`config.mk`:
```
export PLATFORM = sky130hd
export DESIGN_NAME = dcache_victim_lfsr
export DESIGN_NICKNAME = d
export VERILOG_FILES = /design/src/rtl/dcache_pkg.sv /design/src/rtl/dcache_victim_lfsr.sv
export SDC_FILE = /design/constraint.sdc
export NUM_CORES = 1
export LEC_CHECK = 0
export BUFFER_PORTS_ARGS = -buffer_cell sky130_fd_sc_hd__buf_2
export CORE_AREA = 10 10 47 49
export CTS_CLUSTER_DIAMETER = 200
export DETAILED_ROUTE_END_ITERATION = 16
export DIE_AREA = 0 0 57 59
export PLACE_DENSITY = 0.45
export SYNTH_ARGS = -nofsm -noshare
export SYNTH_HDL_FRONTEND = slang
export SYNTH_SLANG_ARGS = --single-unit
```
`constraint.sdc`:
```
create_clock -name clk -period 1.8 [get_ports clk]
set_input_delay 0.36 -clock clk [delete_from_list [all_inputs] [get_ports clk]]
set_output_delay 0.36 -clock clk [all_outputs]
set_load 0.03 [all_outputs]
```
`src/rtl/dcache_pkg.sv`:
```
`default_nettype none

package dcache_pkg;

    // cache geometry
    localparam int WAY_CNT    = 2;
    localparam int WAY_W      = $clog2(WAY_CNT);
    localparam int SET_CNT    = 16;
    localparam int LINE_WORDS = 4;
    localparam int INDEX_W    = $clog2(SET_CNT);
    localparam int OFFSET_W   = $clog2(LINE_WORDS);
    localparam int TAG_W      = 32 - INDEX_W - OFFSET_W - 2;

    // victim lfsr, x^8 + x^6 + x^5 + x^4 + 1 in right-shift form
    localparam logic [7:0] LFSR_TAPS = 8'hB8;
    localparam logic [7:0] LFSR_SEED = 8'hE1;

    typedef enum logic [1:0] {
        SIZE_BYTE = 2'b00,
        SIZE_HALF = 2'b01,
        SIZE_WORD = 2'b10
    } mem_size_e;

    typedef struct packed {
        logic [TAG_W-1:0]    tag;
        logic [INDEX_W-1:0]  index;
        logic [OFFSET_W-1:0] offset;
        logic [1:0]          byte_off;
    } cache_addr_t;

    typedef struct packed {
        logic             valid;
        logic             dirty;
        logic [TAG_W-1:0] tag;
    } tag_entry_t;

    typedef struct packed {
        logic        valid;
        logic        write;
        mem_size_e   size;
        cache_addr_t addr;
        logic [31:0] wdata;
    } core_req_t;

    typedef struct packed {
        logic        valid;
        logic [31:0] rdata;
    } core_resp_t;

    // address phase fields plus write data of the current beat
    typedef struct packed {
        logic        valid;
        logic        write;
        logic [31:0] addr;
        logic [31:0] w_data;
    } cache_bus_req_t;

    typedef struct packed {
        logic        ready;
        logic        data_ok;
        logic        data_last;
        logic [31:0] r_data;
    } cache_bus_resp_t;

endpackage

`default_nettype wire
```
`src/rtl/dcache_victim_lfsr.sv`:
```
`timescale 1ns/1ps
`default_nettype none

module dcache_victim_lfsr
    import dcache_pkg::*;
(
    input  wire logic        clk,
    input  wire logic        rst_n,
    input  wire logic        advance_i,
    output logic [WAY_W-1:0] victim_o
);

    logic [7:0] lfsr_q;

    // galois step, one per miss
    always_ff @(posedge clk) begin
        if (!rst_n) begin
            lfsr_q <= LFSR_SEED;
        end else if (advance_i) begin
            lfsr_q <= {1'b0, lfsr_q[7:1]} ^ (lfsr_q[0] ? LFSR_TAPS : 8'h00);
        end
    end

    assign victim_o = lfsr_q[WAY_W-1:0];

endmodule

`default_nettype wire

```
==> impl_metrics.env <==
export IMPL_area_sequential_um2=160.2
export IMPL_floorplan_initialDensity_pct=21.87
export IMPL_postRouteAntennaNets=0
export IMPL_io_pins=4
export IMPL_clock_insertion_delay_worst_skew_ns=0.25
export IMPL_cp_startpoint_kind="register"
export IMPL_worst_pin_slew_ns=0.2425
export IMPL_dr_first_iter_drc_count=1
export IMPL_die_w_um=57
export IMPL_sum_of_overflow_across_all_layers_after_global_routing=0
export IMPL_cts_setup_buffers=0
export IMPL_clock_tree_htree_level_count=1
export IMPL_grt_antenna_before_repair=0
export IMPL_area_of_the_core_mm2=0.001401
export IMPL_arrival_ns=0.94
export IMPL_tritoncts_num_sinks=8
export IMPL_yosysWarningCount=0
export IMPL_power_share_clock_pct=36.3
export IMPL_endpoint_kind="output port"
export IMPL_crit_path_cell_trace="buf_2"
export IMPL_min_period_over_period_pct=72.43
export IMPL_cell_internal_pwr_uw=282.6
export IMPL_cts_resized_gates=0
export IMPL_multiInputGateArea_um2=133.9
export IMPL_switching_share_pct=22.83
export IMPL_placementRows=14
export IMPL_tritoncts="yes"
export IMPL_fp_dieArea_mm2=0.003363
export IMPL_leakage_uw=0.0001423
export IMPL_slew_headroom_pct=83.81
export IMPL_dieHeight_um=59
export IMPL_synthCells=29
export IMPL_firstDrtPassIters=4
export IMPL_antennaDiodeCount=0
export IMPL_path_class="reg -> out"
export IMPL_finalSetupViolations=0
export IMPL_drv_cap=0
export IMPL_crit_buf_inv=1
export IMPL_final_design_area_no_fill_um2=351.6
export IMPL_synthesis_area_um2=306.5
export IMPL_path_delay_family="flip-flops"
export IMPL_register_ranked_first_by_flip_flop_count="lfsr_q"
export IMPL_cts_hold_buffers_added=0
export IMPL_dp_slack_ns=0.7526
export IMPL_placed_cell_area_um2=329.1
export IMPL_seqPwrFrac_pct=53.9
export IMPL_top_regs="lfsr_q: 8 flops"
export IMPL_number_of_nets_in_the_layout=38
export IMPL_wl_um=496
export IMPL_track_usage_pct=3.413
export IMPL_grt_max_degree=12
export IMPL_count_of_unique_library_cells_instantiated_by_yosys=11
export IMPL_clk_skew_ns=0.004318
export IMPL_port_bufs=3
export IMPL_detail_route_vias_per_cell=4.224
export IMPL_final_hold_violation_count=0
export IMPL_routed_vias=207
export IMPL_yosys_register_bits=8
export IMPL_routabilityCongestion=0.7351
export IMPL_clock_root_buffer="sky130_fd_sc_hd__clkbuf_4"
export IMPL_cts_buffers_inserted=3
export IMPL_drive_gt1_share_pct=18.18
export IMPL_slew_viol_final=0
export IMPL_critical_path_max_stage_delay_ns=0.45
export IMPL_ys_seq_area_share_pct=52.24
export IMPL_path_max_fanout=6
export IMPL_fillers=166
export IMPL_largest_vdd_supply_drop_mv=0.4507
export IMPL_fin_ws_ns=0.4963
export IMPL_total_switching_power_uw=83.59
export IMPL_worstHoldPathType="in -> reg"
export IMPL_maxClockFrequency_mhz=767.0
export IMPL_cp_required_ns=1.44
export IMPL_grt_setup_unrepaired="false"
export IMPL_largest_reg_flops=8
export IMPL_grt_pass1_vias=197
export IMPL_syn_area_per_cell_um2=10.57
export IMPL_flow_area_growth_from_synthesis_pct=14.69
export IMPL_critPathSlowestCell="sky130_fd_sc_hd__dfxtp_1"
export IMPL_wl_per_cell_um=10.12
export IMPL_pwr_density_cell_mw_per_mm2=1042
export IMPL_remaining_drc_errors=0
export IMPL_p_comb_share_pct=9.8
export IMPL_result_of_the_run="complete, no violations"
export IMPL_first_pass_grt_wire_length_um=834
export IMPL_clock_path_buffers=2
export IMPL_clkSlewWorstSetupHoldPaths_ns=0.05
export IMPL_setup_total_negative_slack_ns=0
export IMPL_timing_final_crit_period_ns=1.304
export IMPL_syn_nets=32
-- path summary, 6_finish.rpt --
check | from | endpoint | slack (ns) | cells past startpoint
hold reg to reg | lfsr_q[7]$_SDFFE_PN1P_ | lfsr_q[6]$_SDFFE_PN1P_ | 0.49 | 2
hold / removal | rst_n | lfsr_q[7]$_SDFFE_PN1P_ | 0.35 | 2
setup reg to reg | lfsr_q[0]$_SDFFE_PN1P_ | lfsr_q[5]$_SDFFE_PN1P_ | 0.98 | 2
setup / recovery | lfsr_q[0]$_SDFFE_PN1P_ | victim_o | 0.50 | 1
-- stage by stage --
stage | power, µW | utilization, % | std cells | hold slack [ns]
floorplan | 229.3 | - | 29 | 0.4219
global placement | 235.6 | 23.48 | 46 | 0.4531
detailed placement | 237.4 | 23.48 | 46 | 0.4812
CTS | 373.3 | 25.09 | 49 | 0.3468
global route | 383.8 | 25.09 | 49 | 0.3593
finish | 366.2 | 25.09 | 49 | 0.3526
-- layer usage --
metal,GRT usage [%],vias up,part of all wire [%]
met5,0,-,0
met4,4.027,0,0
met3,2.575,0,5.6
met2,4.651,4,48
met1,2.966,97,46
li1,-,106,-
-- power groups by stage --
stage                     combinational [µW]  clock, µW  sequential (µW)
after floorplan                         28.6          0              201
after global placement                  35.3          0              200
after detailed placement                36.2          0              201
after CTS                               36.4        139              198
after global routing                    39.9        145              199
final                                   35.8        133              197
-- cell usage after synthesis --
cell type                  instances  share of area (%)
sky130_fd_sc_hd__dfxtp_1           8                 52
sky130_fd_sc_hd__mux2i_1           5                 16
sky130_fd_sc_hd__nand2_1           3                3.7
sky130_fd_sc_hd__xnor2_1           3                8.6
sky130_fd_sc_hd__a21oi_1           2                3.3
sky130_fd_sc_hd__nor2b_1           2                4.1
sky130_fd_sc_hd__o21ai_0           2                3.3
sky130_fd_sc_hd__a31oi_1           1                2.0
sky130_fd_sc_hd__buf_4             1                2.4
sky130_fd_sc_hd__clkbuf_2          1                1.6
sky130_fd_sc_hd__nor3b_1           1                2.4
-- cells in the final DEF, fill, tap and decap left out, drive strengths merged --
master,netlist,layout
buf,1,3
a21oi,2,2
nand2,3,3
nor2b,2,2
o21ai,2,2
clkbuf,1,3
a31oi,1,1
nor3b,1,1
mux2i,5,5
dfxtp,8,8
xnor2,3,3
-- layout make-up --
cell class                 count  area share (%)
tap                           16           5.694
sequential                     8           45.55
timing repair buffer           3           4.270
clock buffer                   3           6.406
multi-input combinational     19           38.08
-- cells by family after synthesis --
family,after synthesis,synth area share [%]
mux,5,16.33
compound gates,5,8.573
xor+xnor,3,8.573
buf+inv,2,4.081
flops,8,52.24
simple gates,6,10.20
Power figures use the tool's default switching activity.
