[src/rtl/dcache_pkg.sv]
`default_nettype none

package dcache_pkg;

    // cache geometry
    localparam int WAY_CNT    = 2;
    localparam int WAY_W      = $clog2(WAY_CNT);
    localparam int SET_CNT    = 16;
    localparam int LINE_WORDS = 4;
    localparam int INDEX_W    = $clog2(SET_CNT);
    localparam int OFFSET_W   = $clog2(LINE_WORDS);
    localparam int TAG_W      = 32 - INDEX_W - OFFSET_W - 2;

    // victim lfsr, x^8 + x^6 + x^5 + x^4 + 1 in right-shift form
    localparam logic [7:0] LFSR_TAPS = 8'hB8;
    localparam logic [7:0] LFSR_SEED = 8'hE1;

    typedef enum logic [1:0] {
        SIZE_BYTE = 2'b00,
        SIZE_HALF = 2'b01,
        SIZE_WORD = 2'b10
    } mem_size_e;

    typedef struct packed {
        logic [TAG_W-1:0]    tag;
        logic [INDEX_W-1:0]  index;
        logic [OFFSET_W-1:0] offset;
        logic [1:0]          byte_off;
    } cache_addr_t;

    typedef struct packed {
        logic             valid;
        logic             dirty;
        logic [TAG_W-1:0] tag;
    } tag_entry_t;

    typedef struct packed {
        logic        valid;
        logic        write;
        mem_size_e   size;
        cache_addr_t addr;
        logic [31:0] wdata;
    } core_req_t;

    typedef struct packed {
        logic        valid;
        logic [31:0] rdata;
    } core_resp_t;

    // address phase fields plus write data of the current beat
    typedef struct packed {
        logic        valid;
        logic        write;
        logic [31:0] addr;
        logic [31:0] w_data;
    } cache_bus_req_t;

    typedef struct packed {
        logic        ready;
        logic        data_ok;
        logic        data_last;
        logic [31:0] r_data;
    } cache_bus_resp_t;

endpackage

`default_nettype wire
[src/rtl/dcache_way_ram.sv]
`timescale 1ns/1ps
`default_nettype none

module dcache_way_ram
    import dcache_pkg::*;
(
    input  wire logic                clk,
    input  wire logic                rst_n,
    input  wire logic [INDEX_W-1:0]  r_index_i,
    input  wire logic [OFFSET_W-1:0] r_offset_i,
    input  wire logic [INDEX_W-1:0]  w_index_i,
    input  wire logic [OFFSET_W-1:0] w_offset_i,
    input  wire logic [3:0]          data_we_i,
    input  wire logic                tag_we_i,
    input  wire logic [31:0]         data_i,
    input  wire tag_entry_t          tag_i,
    output logic [31:0]              data_o,
    output tag_entry_t               tag_o
);

    // valid bits in flops, dirty, tag and data in arrays
    logic [SET_CNT-1:0] valid_q;
    logic               dirty_mem [SET_CNT];
    logic [TAG_W-1:0]   tag_mem [SET_CNT];
    logic [31:0]        data_mem [SET_CNT*LINE_WORDS];

    logic               valid_rd_q;
    logic               dirty_rd_q;
    logic [TAG_W-1:0]   tag_rd_q;

    always_ff @(posedge clk) begin
        if (!rst_n) begin
            valid_q <= '0;
        end else if (tag_we_i) begin
            valid_q[w_index_i] <= tag_i.valid;
        end
    end

    always_ff @(posedge clk) begin
        if (tag_we_i) begin
            dirty_mem[w_index_i] <= tag_i.dirty;
            tag_mem[w_index_i]   <= tag_i.tag;
        end
        for (int b = 0; b < 4; b++) begin
            if (data_we_i[b]) begin
                data_mem[{w_index_i, w_offset_i}][b*8 +: 8] <= data_i[b*8 +: 8];
            end
        end
    end

    // registered read, old contents on a same-cycle write
    always_ff @(posedge clk) begin
        valid_rd_q <= valid_q[r_index_i];
        dirty_rd_q <= dirty_mem[r_index_i];
        tag_rd_q   <= tag_mem[r_index_i];
        data_o     <= data_mem[{r_index_i, r_offset_i}];
    end

    assign tag_o = '{valid: valid_rd_q, dirty: dirty_rd_q, tag: tag_rd_q};

endmodule

`default_nettype wire

[config.mk]
export PLATFORM = sky130hd
export DESIGN_NAME = dcache_way_ram
export DESIGN_NICKNAME = d
export VERILOG_FILES = /design/src/rtl/dcache_pkg.sv /design/src/rtl/dcache_way_ram.sv
export SDC_FILE = /design/constraint.sdc
export NUM_CORES = 2
export LEC_CHECK = 0
export ABC_AREA = 0
export BUFFER_PORTS_ARGS = -buffer_cell sky130_fd_sc_hd__buf_2
export CAP_MARGIN = 20
export CORE_UTILIZATION = 55
export CTS_BUF_LIST = sky130_fd_sc_hd__clkbuf_8
export DETAILED_ROUTE_END_ITERATION = 8
export PLACE_DENSITY = 0.74
export SLEW_MARGIN = 5
export SYNTH_ARGS = -nofsm -noshare
export SYNTH_HDL_FRONTEND = slang
export SYNTH_SLANG_ARGS = --single-unit
[constraint.sdc]
create_clock -name clk -period 3 [get_ports clk]
set_input_delay 0.6 -clock clk [delete_from_list [all_inputs] [get_ports clk]]
set_output_delay 0.6 -clock clk [all_outputs]
set_load 0.05 [all_outputs]
==> flow_metrics.py <==
metrics = {
    "clocking": {
        "clkLatencyLatePin_ns": 1.10,
        "tritoncts": "yes",
        "cts_setup_buffers": 0,
        "clockBufferDepth": 4,
        "clkTransAtPathRegs_ns": 0.06,
        "ctsRootBufferMaster": "clkbuf_8",
        "htreeDepth": 5,
        "cts.sinks": 2522,
        "cts_buffers": 396,
    },
    "logic_synthesis": {
        "avgSynthCellArea_um2": 23.0,
        "synth_edf_count": 2448,
        "ys_top_cells_by_area": "edfxtp_1 (76%), mux4_2 (16%), and2_1 (1.6%), dfxtp_1 (1.5%), mux2i_1 (0.54%)",
        "synth-async-reset-ratio_pct": 0,
        "yosysTopAreaCell": "edfxtp_1",
        "ys.flop_type": "edfxtp_1",
        "yosysSeqAreaShare_pct": 77.5,
        "synthDistinctLibCells": 38,
        "ys_warn_count": 0,
        "syn-num-nets": 4289,
        "synth_top_area_share_pct": 75.9,
        "syn_area_um2": 96800,
        "ys_ff_latch": 2522,
        "synthCells": 4212,
    },
    "global_route": {
        "grt_max_degree": 86,
        "track_usage_pct": 27.5,
        "antenna_found_initial": 25,
        "grt_pass1_vias": 48700,
        "grt_overflow": 0,
        "grt_pass1_wl_um": 346000,
    },
    "placement": {
        "placedInstanceArea_um2": 104000,
        "post-dp-hpwl_um": 158000,
        "numPortBuffers": 134,
        "gp_congestion": 0.945,
    },
    "detailed_routing": {
        "ant_nets": 0,
        "via_count": 48400,
        "wirelength_um": 243000,
        "vias_per_cell": 6.31,
        "wl_per_cell_um": 31.7,
        "drt_iter0_markers": 6451,
        "remaining_drc_errors": 0,
        "drt-pass1-iter-count": 5,
    },
    "pwr": {
        "finalPower_mw": 71.4,
        "power.density_nw_per_um2": 635,
        "ir_worst_vdd_mv": 0.549,
        "power_leakage_nw": 37.0,
    },
    "die": {
        "die_area_um2": 178000,
        "fp-row-count": 153,
        "coreArea_um2": 174000,
        "top_level_ports": 135,
        "die_w_um": 422,
        "initial_utilization_pct": 55.5,
        "die_y_um": 422,
    },
    "timing": {
        "post-route-period-util_pct": 91.7,
        "worst_hold_slack_ns": 0.0682,
        "slew_headroom_pct": 25.4,
        "setup_viol": 0,
        "period_needed_ns": 2.75,
        "clock.fmax_ghz": 0.363,
        "skew_ns": 0.115,
        "hold_viol": 0,
        "drv_slew": 0,
        "rsz0062_at_grt": "no",
        "worstMarginPinSlew_ns": 1.12,
    },
    "worst_setup_path": {
        "cp_data_arrival_time_ns": 2.15,
        "cp.required_ns": 2.40,
        "path_class": "flop to output port",
        "crit_chain": "buf_2",
        "crit_path_max_fanout": 2,
        "path_buf_inv": 1,
        "start_kind": "flop",
        "worst_setup_path_end_kind": "output port",
        "cp_slowest_stage_delay_ns": 0.69,
        "cp_slowest_cell": "dfxtp_1",
        "path_delay_family": "flip-flops",
    },
    "final_layout": {
        "most-common-layout-cells": "edfxtp_1 (2448), mux4_2 (709), clkbuf_8 (451), buf_4 (359), and2_1 (251)",
        "fin_nets": 5101,
        "final_common_cell": "edfxtp_1",
        "fill_cells": 10900,
        "fin_util_pct": 64.5,
        "final_area_um2": 113000,
        "drive_above_1_share_pct": 35.3,
        "area_delta_synth_final_pct": 16.2,
    },
    "min_path": {
        "worstHoldPathType": "input port to flop",
    },
    "job": {
        "drv_cap": 0,
    },
    "status": {
        "status": "finished clean",
    },
}
## repair_timing
action	in CTS	in global routing
resized for setup	0	0
endpoints found under the hold margin	643	119
hold buffers	42	9
setup endpoints to repair	0	0
## layer usage
metal / vias to the layer above / global-route usage [%] / routed length, um
li1: 19500 / - / -
met1: 25300 / 37.2 / 88900
met2: 3024 / 42.8 / 116000
met3: 557 / 8.06 / 28700
met4: 16 / 10.7 / 9890
met5: - / 0 / 115
## layout make-up
class / instances / area (um2) / area share (%)
Antenna cell: 17 / 42.5 / 0.0378
Clock buffer: 450 / 6190 / 5.51
Clock inverter: 248 / 1360 / 1.21
Inverter: 5 / 18.8 / 0.0167
Multi-Input combinational cell: 1438 / 20700 / 18.4
Sequential cell: 2522 / 75000 / 66.7
Tap cell: 2325 / 2910 / 2.59
Timing Repair Buffer: 661 / 6260 / 5.57
## per-stage QoR
stage	setup TNS [ns]	instances	setup slack, ns
after floorplan	0	4212	0.133
after global placement	-1.03	6889	-0.341
after detailed placement	-1.07	6890	-0.348
after CTS	0	7630	0.167
after global routing	0	7656	0.261
final	0	7666	0.248
## flip-flops by register name, indices dropped and copies added (netlist names)
| register | flops |
|---|---|
| tag_rd_q | 24 |
| dirty_mem | 16 |
| data_o | 32 |
| valid_q | 16 |
| dirty_rd_q | 1 |
| tag_mem | 384 |
| data_mem | 2048 |
| valid_rd_q | 1 |
## final timing paths
kind | from | endpoint | slack, ns | depth (start not counted)
min reg2reg | valid_q[2]$_SDFFE_PN0P_ | valid_q[2]$_SDFFE_PN0P_ | 0.48 | 2
min | data_i[4] | data_mem[46][4]$_DFFE_PP_ | 0.07 | 1
max | data_o[1]$_DFF_P_ | data_o[1] | 0.25 | 1
max reg2reg | data_mem[0][11]$_DFFE_PP_ | data_o[11]$_DFF_P_ | 0.62 | 5
## logic make-up after synthesis
family	Yosys count	synth area share, %
buffers and inverters	252	1.28
AOI/OAI and AO/OA	201	1.47
DFF	2522	77.5
and+or+nand+nor	461	2.59
muxes	776	17.2
## cell usage after synthesis, types with 26 or more instances
cell type	number
nand2_1	62
buf_4	28
buf_2	66
edfxtp_1	2448
and2_1	251
a22oi_1	50
buf_1	28
a21oi_1	26
dfxtp_1	74
nor2_1	93
clkbuf_1	111
mux4_2	709
mux2i_1	52
## power breakdown
| part | leakage (nW) | total (mW) | internal, mW | switching, mW |
|---|---|---|---|---|
| combinational | 10.1 | 4.31 | 1.72 | 2.59 |
| clock | 4.32 | 27.8 | 14.7 | 13.1 |
| sequential | 22.7 | 39.3 | 39.0 | 0.244 |
(Power assumes the default switching activity.)
