**src/rtl/dcache_pkg.sv**
```systemverilog
`default_nettype none

package dcache_pkg;

    // cache geometry
    localparam int WAY_CNT    = 2;
    localparam int WAY_W      = $clog2(WAY_CNT);
    localparam int SET_CNT    = 16;
    localparam int LINE_WORDS = 4;
    localparam int INDEX_W    = $clog2(SET_CNT);
    localparam int OFFSET_W   = $clog2(LINE_WORDS);
    localparam int TAG_W      = 32 - INDEX_W - OFFSET_W - 2;

    // victim lfsr, x^8 + x^6 + x^5 + x^4 + 1 in right-shift form
    localparam logic [7:0] LFSR_TAPS = 8'hB8;
    localparam logic [7:0] LFSR_SEED = 8'hE1;

    typedef enum logic [1:0] {
        SIZE_BYTE = 2'b00,
        SIZE_HALF = 2'b01,
        SIZE_WORD = 2'b10
    } mem_size_e;

    typedef struct packed {
        logic [TAG_W-1:0]    tag;
        logic [INDEX_W-1:0]  index;
        logic [OFFSET_W-1:0] offset;
        logic [1:0]          byte_off;
    } cache_addr_t;

    typedef struct packed {
        logic             valid;
        logic             dirty;
        logic [TAG_W-1:0] tag;
    } tag_entry_t;

    typedef struct packed {
        logic        valid;
        logic        write;
        mem_size_e   size;
        cache_addr_t addr;
        logic [31:0] wdata;
    } core_req_t;

    typedef struct packed {
        logic        valid;
        logic [31:0] rdata;
    } core_resp_t;

    // address phase fields plus write data of the current beat
    typedef struct packed {
        logic        valid;
        logic        write;
        logic [31:0] addr;
        logic [31:0] w_data;
    } cache_bus_req_t;

    typedef struct packed {
        logic        ready;
        logic        data_ok;
        logic        data_last;
        logic [31:0] r_data;
    } cache_bus_resp_t;

endpackage

`default_nettype wire
```
**src/rtl/dcache_ctrl.sv**
```systemverilog
`timescale 1ns/1ps
`default_nettype none

module dcache_ctrl
    import dcache_pkg::*;
(
    input  wire logic                                clk,
    input  wire logic                                rst_n,
    input  wire core_req_t                           core_req_i,
    output core_resp_t                               core_resp_o,
    output logic                                     busy_o,
    output cache_bus_req_t                           bus_req_o,
    input  wire cache_bus_resp_t                     bus_resp_i,
    output logic [WAY_CNT-1:0][INDEX_W-1:0]          ram_r_index_o,
    output logic [WAY_CNT-1:0][OFFSET_W-1:0]         ram_r_offset_o,
    output logic [WAY_CNT-1:0][INDEX_W-1:0]          ram_w_index_o,
    output logic [WAY_CNT-1:0][OFFSET_W-1:0]         ram_w_offset_o,
    output logic [WAY_CNT-1:0][3:0]                  ram_data_we_o,
    output logic [WAY_CNT-1:0]                       ram_tag_we_o,
    output logic [WAY_CNT-1:0][31:0]                 ram_wdata_o,
    output tag_entry_t [WAY_CNT-1:0]                 ram_wtag_o,
    input  wire logic [WAY_CNT-1:0][31:0]            ram_rdata_i,
    input  wire tag_entry_t [WAY_CNT-1:0]            ram_rtag_i,
    output logic                                     lfsr_advance_o,
    input  wire logic [WAY_W-1:0]                    victim_i
);

    typedef enum logic [2:0] {
        IDLE, REPLAY, LOOKUP, WB_ADDR, WB_DATA, RF_ADDR, RF_DATA
    } state_e;

    state_e                      state_q, state_d;
    core_req_t                   req_q;
    logic                        resp_valid_q;
    logic [31:0]                 resp_rdata_q;
    logic [WAY_W-1:0]            victim_q;
    logic [TAG_W-1:0]            wb_tag_q;
    // read counter and its delayed copy, top bit set when done
    logic [OFFSET_W:0]           rd_cnt_q, rd_cnt_d1_q;
    logic [OFFSET_W-1:0]         beat_q;
    logic [LINE_WORDS-1:0][31:0] wb_buf_q;

    logic [WAY_CNT-1:0]          match, victim_onehot, way_sel;
    logic                        hit, tag_we;
    logic [31:0]                 hit_data, load_shift, load_data, store_data, w_data, wb_word;
    logic [3:0]                  strobe, data_we;
    logic [OFFSET_W-1:0]         r_offset, w_offset;
    tag_entry_t                  w_tag;
    cache_addr_t                 line_addr;

    always_comb begin
        hit_data = '0;
        for (int w = 0; w < WAY_CNT; w++) begin
            match[w] = ram_rtag_i[w].valid && (ram_rtag_i[w].tag == req_q.addr.tag);
            if (match[w]) begin
                hit_data |= ram_rdata_i[w];
            end
        end
    end
    assign hit = |match;

    // load extraction and store alignment
    assign load_shift = hit_data >> {req_q.addr.byte_off, 3'b000};
    assign store_data = req_q.wdata << {req_q.addr.byte_off, 3'b000};
    always_comb begin
        case (req_q.size)
            SIZE_BYTE: begin
                load_data = {24'd0, load_shift[7:0]};
                strobe    = 4'b0001 << req_q.addr.byte_off;
            end
            SIZE_HALF: begin
                load_data = {16'd0, load_shift[15:0]};
                strobe    = 4'b0011 << {req_q.addr.byte_off[1], 1'b0};
            end
            default: begin
                load_data = hit_data;
                strobe    = 4'b1111;
            end
        endcase
    end

    always_comb begin
        victim_onehot           = '0;
        victim_onehot[victim_q] = 1'b1;
    end
    assign way_sel = (state_q == LOOKUP) ? match : victim_onehot;

    always_comb begin
        state_d        = state_q;
        lfsr_advance_o = 1'b0;
        data_we        = 4'b0000;
        tag_we         = 1'b0;
        w_offset       = req_q.addr.offset;
        w_data         = store_data;
        w_tag          = '{valid: 1'b1, dirty: 1'b1, tag: req_q.addr.tag};
        case (state_q)
            IDLE: begin
                if (core_req_i.valid) begin
                    state_d = REPLAY;
                end
            end
            // set read from the latched request
            REPLAY: state_d = LOOKUP;
            LOOKUP: begin
                if (hit) begin
                    if (req_q.write) begin
                        data_we = strobe;
                        tag_we  = 1'b1;
                    end
                    state_d = IDLE;
                end else begin
                    lfsr_advance_o = 1'b1;
                    if (ram_rtag_i[victim_i].valid && ram_rtag_i[victim_i].dirty) begin
                        state_d = WB_ADDR;
                    end else begin
                        state_d = RF_ADDR;
                    end
                end
            end
            WB_ADDR: begin
                if (bus_resp_i.ready) begin
                    state_d = WB_DATA;
                end
            end
            WB_DATA: begin
                if (bus_resp_i.data_ok && bus_resp_i.data_last) begin
                    state_d = RF_ADDR;
                end
            end
            RF_ADDR: begin
                if (bus_resp_i.ready) begin
                    state_d = RF_DATA;
                end
            end
            RF_DATA: begin
                w_offset    = beat_q;
                w_data      = bus_resp_i.r_data;
                w_tag.dirty = 1'b0;
                if (bus_resp_i.data_ok) begin
                    data_we = 4'b1111;
                    if (bus_resp_i.data_last) begin
                        tag_we  = 1'b1;
                        state_d = REPLAY;
                    end
                end
            end
            default: state_d = IDLE;
        endcase
    end

    always_ff @(posedge clk) begin
        if (!rst_n) begin
            state_q      <= IDLE;
            resp_valid_q <= 1'b0;
            beat_q       <= '0;
        end else begin
            state_q      <= state_d;
            resp_valid_q <= (state_q == LOOKUP) && hit;
            if (state_q == WB_ADDR || state_q == RF_ADDR) begin
                beat_q <= '0;
            end else if ((state_q == WB_DATA || state_q == RF_DATA) && bus_resp_i.data_ok) begin
                beat_q <= beat_q + 1'b1;
            end
        end
    end

    always_ff @(posedge clk) begin
        if (state_q == IDLE && core_req_i.valid) begin
            req_q <= core_req_i;
        end
        if (state_q == LOOKUP) begin
            resp_rdata_q <= load_data;
            victim_q     <= victim_i;
            wb_tag_q     <= ram_rtag_i[victim_i].tag;
        end
    end

    // writeback read runs one word ahead of the bus beats
    always_ff @(posedge clk) begin
        if (!rst_n) begin
            rd_cnt_q    <= {1'b1, {OFFSET_W{1'b0}}};
            rd_cnt_d1_q <= {1'b1, {OFFSET_W{1'b0}}};
        end else begin
            rd_cnt_d1_q <= rd_cnt_q;
            if (state_q == LOOKUP && state_d == WB_ADDR) begin
                rd_cnt_q <= '0;
            end else if (!rd_cnt_q[OFFSET_W]) begin
                rd_cnt_q <= rd_cnt_q + 1'b1;
            end
        end
    end

    always_ff @(posedge clk) begin
        if (!rd_cnt_d1_q[OFFSET_W]) begin
            wb_buf_q[rd_cnt_d1_q[OFFSET_W-1:0]] <= ram_rdata_i[victim_q];
        end
    end

    // bypass when the beat word is still on the ram output
    assign wb_word = (!rd_cnt_d1_q[OFFSET_W] && rd_cnt_d1_q[OFFSET_W-1:0] == beat_q) ?
                     ram_rdata_i[victim_q] : wb_buf_q[beat_q];

    always_comb begin
        line_addr          = req_q.addr;
        line_addr.offset   = '0;
        line_addr.byte_off = '0;
        if (state_q == WB_ADDR || state_q == WB_DATA) begin
            line_addr.tag = wb_tag_q;
        end
    end

    assign bus_req_o.valid  = (state_q == WB_ADDR) || (state_q == RF_ADDR);
    assign bus_req_o.write  = (state_q == WB_ADDR) || (state_q == WB_DATA);
    assign bus_req_o.addr   = line_addr;
    assign bus_req_o.w_data = wb_word;

    assign r_offset = (state_q == WB_ADDR || state_q == WB_DATA) ?
                      rd_cnt_q[OFFSET_W-1:0] : req_q.addr.offset;

    assign ram_r_index_o  = {WAY_CNT{req_q.addr.index}};
    assign ram_r_offset_o = {WAY_CNT{r_offset}};
    assign ram_w_index_o  = {WAY_CNT{req_q.addr.index}};
    assign ram_w_offset_o = {WAY_CNT{w_offset}};
    assign ram_wdata_o    = {WAY_CNT{w_data}};
    assign ram_wtag_o     = {WAY_CNT{w_tag}};
    always_comb begin
        for (int w = 0; w < WAY_CNT; w++) begin
            ram_data_we_o[w] = data_we & {4{way_sel[w]}};
            ram_tag_we_o[w]  = tag_we & way_sel[w];
        end
    end

    assign core_resp_o.valid = resp_valid_q;
    assign core_resp_o.rdata = resp_rdata_q;
    assign busy_o            = (state_q != IDLE);

endmodule

`default_nettype wire

```
**config.mk**
```make
export PLATFORM = sky130hd
export DESIGN_NAME = dcache_ctrl
export DESIGN_NICKNAME = d
export VERILOG_FILES = /design/src/rtl/dcache_pkg.sv /design/src/rtl/dcache_ctrl.sv
export SDC_FILE = /design/constraint.sdc
export NUM_CORES = 1
export LEC_CHECK = 0
export BUFFER_PORTS_ARGS = -buffer_cell sky130_fd_sc_hd__buf_2
export CAP_MARGIN = 20
export CORE_UTILIZATION = 35
export CTS_CLUSTER_SIZE = 20
export DETAILED_ROUTE_END_ITERATION = 8
export PLACE_DENSITY = 0.67
export SLEW_MARGIN = 40
export SYNTH_ARGS = -nofsm -noshare
export SYNTH_HDL_FRONTEND = slang
export SYNTH_SLANG_ARGS = --single-unit
```
**constraint.sdc**
```tcl
create_clock -name clk -period 7.75 [get_ports clk]
set_clock_uncertainty 0.05 [all_clocks]
set_input_delay 1.55 -clock clk [delete_from_list [all_inputs] [get_ports clk]]
set_output_delay 1.55 -clock clk [all_outputs]
set_load 0.02 [all_outputs]
```
==> results.sh <==
export IMPL_status="finished clean"
export IMPL_drt_iter0_drc=1002
export IMPL_fin_cells=1992
export IMPL_grt_pass1_wl_mm=67.1
export IMPL_power_density_mw_per_mm2=236
export IMPL_met1_length_mm=19.3
export IMPL_async_reset_ff_frac=0
export IMPL_drive_gt1_frac=0.472
export IMPL_syn_mean_instance_area_um2=12.8
export IMPL_dr_pass1_iters=6
export IMPL_worstSetupStartpointType="primary input"
export IMPL_slew_viol_final=0
export IMPL_period_needed_ns=6.05
export IMPL_syn2layout_area_growth_pct=22.1
export IMPL_critPathKind="in -> out"
export IMPL_hold_worst_slack_ns=0.511
export IMPL_intPower_uw=2760
export IMPL_synth_seq_cells=264
export IMPL_timing_final_crit_share=0.781
export IMPL_io_pins=473
export IMPL_start_util=0.358
export IMPL_cpPeakStageDelay_ns=0.86
export IMPL_ant_nets=0
export IMPL_cts_hold_buffers=0
export IMPL_worstSetupEndpointType="output pin"
export IMPL_worstPathRequired_ns=6.15
export IMPL_peakVddDrop_uv=173
export IMPL_die_h_um=202
export IMPL_switchingPower_uw=1260
export IMPL_setup_tns_ns=0
export IMPL_clkSinkCount=264
export IMPL_synth_edf_count=252
export IMPL_crit_family="simple AND/OR/NAND/NOR gates"
export IMPL_cts_root_buf="clkbuf_16"
export IMPL_grt_ovfl_total=0
export IMPL_relSlewSlack=0.427
export IMPL_antenna_found_initial=5
export IMPL_top_layer="met4"
export IMPL_wl_met3_mm=3.70
export IMPL_htree_levels=1
export IMPL_route_met2_wl_mm=21.5
export IMPL_layout_commonest_cell="buf_2"
export IMPL_remaining_drc_errors=0
export IMPL_place_inst=1929
export IMPL_viasPerCell=5.20
export IMPL_cts_resized=0
export IMPL_die_w_um=202
export IMPL_rsz0062_at_grt="false"
export IMPL_coreArea_mm2=0.0391
export IMPL_setup_violations=0
export IMPL_switching_share=0.314
export IMPL_clk_pin_slew_worst_paths_ns=0.06
export IMPL_p_total_uw=4030
export IMPL_grtUsageTotal=0.221
export IMPL_pwr_share_comb=0.222
export IMPL_worstPathMaxFanout=19
export IMPL_p_seq_frac=0.434
export IMPL_gp_congestion=0.953
export IMPL_cpMaxStageDelayCell="nor3_4"
export IMPL_grt_pass1_vias=10187
export IMPL_cts_buffers=30
export IMPL_path_common_cell="buf_2"
export IMPL_fin_ws_ns=1.70
export IMPL_worstMarginPinSlew_ns=0.857
export IMPL_fp_dieArea_mm2=0.0408
export IMPL_synth_seq_area_share=0.558
export IMPL_dp_hpwl_mm=35.2
export IMPL_p_leak_uw=0.00674
export IMPL_cap_viol_max_count=0
export IMPL_synthDistinctLibCells=60
export IMPL_grt_start_max_net_pins=68
export IMPL_synth_area_mm2=0.0140
export IMPL_clock_latency_ns=0.57
export IMPL_ys_warn_count=0
export IMPL_final_cell_mix="buf_2, edfxtp_1, mux2_2"
export IMPL_cp_arrival_ns=4.45
export IMPL_pre_cts_ws_ns=1.79
export IMPL_cts_buffer_depth=3
export IMPL_clock_fmax_ghz=0.165
export IMPL_hold_class="reg -> reg"
export IMPL_via_count=10364
export IMPL_cts_tree="built"
export IMPL_synth_ff_type="edfxtp_1"
export IMPL_wl_mm=46.5
export IMPL_syn_inst=1093
export IMPL_path_cells="buf_2 > xnor2_1 > nand3_2 > nor3_4 > and2_1 > a21boi_1 > a21oi_1 > buf_2"
export IMPL_fillers=3718
export IMPL_num_rows=72
export IMPL_postCtsSetupBuffers=0
export IMPL_io_buffer_count=466
export IMPL_pwr_share_clk=0.344
export IMPL_hold_viol=0
export IMPL_num_nets_final=1667
export IMPL_critPathBufInv=2
export IMPL_wl_per_cell_um=23.4
==> worst min-delay path: stages, from the launching register on <==
cell and delay, ns:
dfxtp_2 0.36, xnor2_1 0.12, nor2_1 0.05
==> path summary, 6_finish.rpt <==
check | cells past startpoint | startpoint | slack, ns | end
max | 8 | ram_rtag_i[30] | 1.70 | ram_data_we_o[4]
min | 2 | beat_q[0] | 0.51 | beat_q[0]
max reg2reg | 6 | ram_wtag_o[4] | 4.46 | resp_rdata_q[1]
min reg2reg | 2 | beat_q[0] | 0.51 | beat_q[0]
==> registers in the layout, indices dropped and copies added, names as in the netlist <==
| name | flops |
|---|---|
| rd_cnt_d1_q | 3 |
| rd_cnt_q | 3 |
| bus_req_o | 4 |
| resp_valid_q | 1 |
| wb_tag_q | 24 |
| state_q | 3 |
| resp_rdata_q | 32 |
| ram_wtag_o | 24 |
| victim_q | 1 |
| wb_buf_q | 128 |
| beat_q | 2 |
| req_q | 39 |
==> synth_stat cells, types with 3 or more instances <==
cell	n	share of area
nand3_1	28	0.010
dfxtp_1	12	0.017
nand2b_1	5	0.0022
mux4_2	32	0.051
a21o_1	3	0.0016
buf_4	113	0.061
a21oi_1	40	0.014
buf_2	18	0.0064
nor4_1	16	0.0071
nand2_1	83	0.022
nor2b_1	17	0.0076
o31ai_1	8	0.0043
a22oi_1	8	0.0043
nor2_1	63	0.017
xnor2_1	50	0.031
mux2i_1	25	0.018
a32oi_1	16	0.010
o211ai_1	9	0.0048
o22ai_1	8	0.0036
a21boi_0	5	0.0027
clkbuf_1	25	0.0067
buf_6	3	0.0024
mux2_2	104	0.084
mux2_1	3	0.0024
o22a_1	8	0.0050
a21boi_1	4	0.0021
nor3_1	3	0.0011
xor2_1	4	0.0025
a31oi_1	3	0.0013
o21ai_0	16	0.0057
nand4_1	8	0.0036
inv_1	36	0.0096
edfxtp_1	252	0.54
o21ai_1	9	0.0032
buf_1	11	0.0029
o221a_1	8	0.0064
and2_1	5	0.0022
==> metal layers <==
layer,vias up,GRT usage
li1,4677,-
met1,5035,0.298
met2,562,0.348
met3,90,0.0427
met4,0,0.0942
met5,-,0
==> power by group through the flow <==
stage               Sequential, µW  Clock [µW]  Combinational [µW]
CTS                           1750        1410                 896
global placement              1780           0                 884
detailed placement            1780           0                 892
global route                  1760        1470                 950
finish                        1750        1390                 896
floorplan                     1750           0                 643
==> stage by stage <==
step            util  cell area [µm²]
2_1_floorplan      -            14000
3_3_place_gp   0.411            16100
3_5_place_dp   0.412            16100
4_1_cts        0.436            17100
5_1_grt        0.437            17100
6_report       0.437            17100
==> cell type report <==
cell class | instances | area (µm²) | area share
flip-flops and latches | 264 | 7810 | 0.457
multi-input cells | 625 | 5030 | 0.294
repair buffers | 485 | 2490 | 0.146
clock buffers | 34 | 766 | 0.0448
well taps | 518 | 648 | 0.0379
clock inverters | 22 | 204 | 0.0119
inverters | 38 | 143 | 0.00834
diodes | 6 | 15.0 | 0.000878
==> cells by family after synthesis <==
group / share of synthesized area
buf+inv: 0.0893
other cells: 0.000536
compound gates: 0.0772
flops: 0.558
xor+xnor: 0.0338
fa+ha+maj: 0.000893
simple gates: 0.0854
mux: 0.155
(Power assumes the default switching activity.)
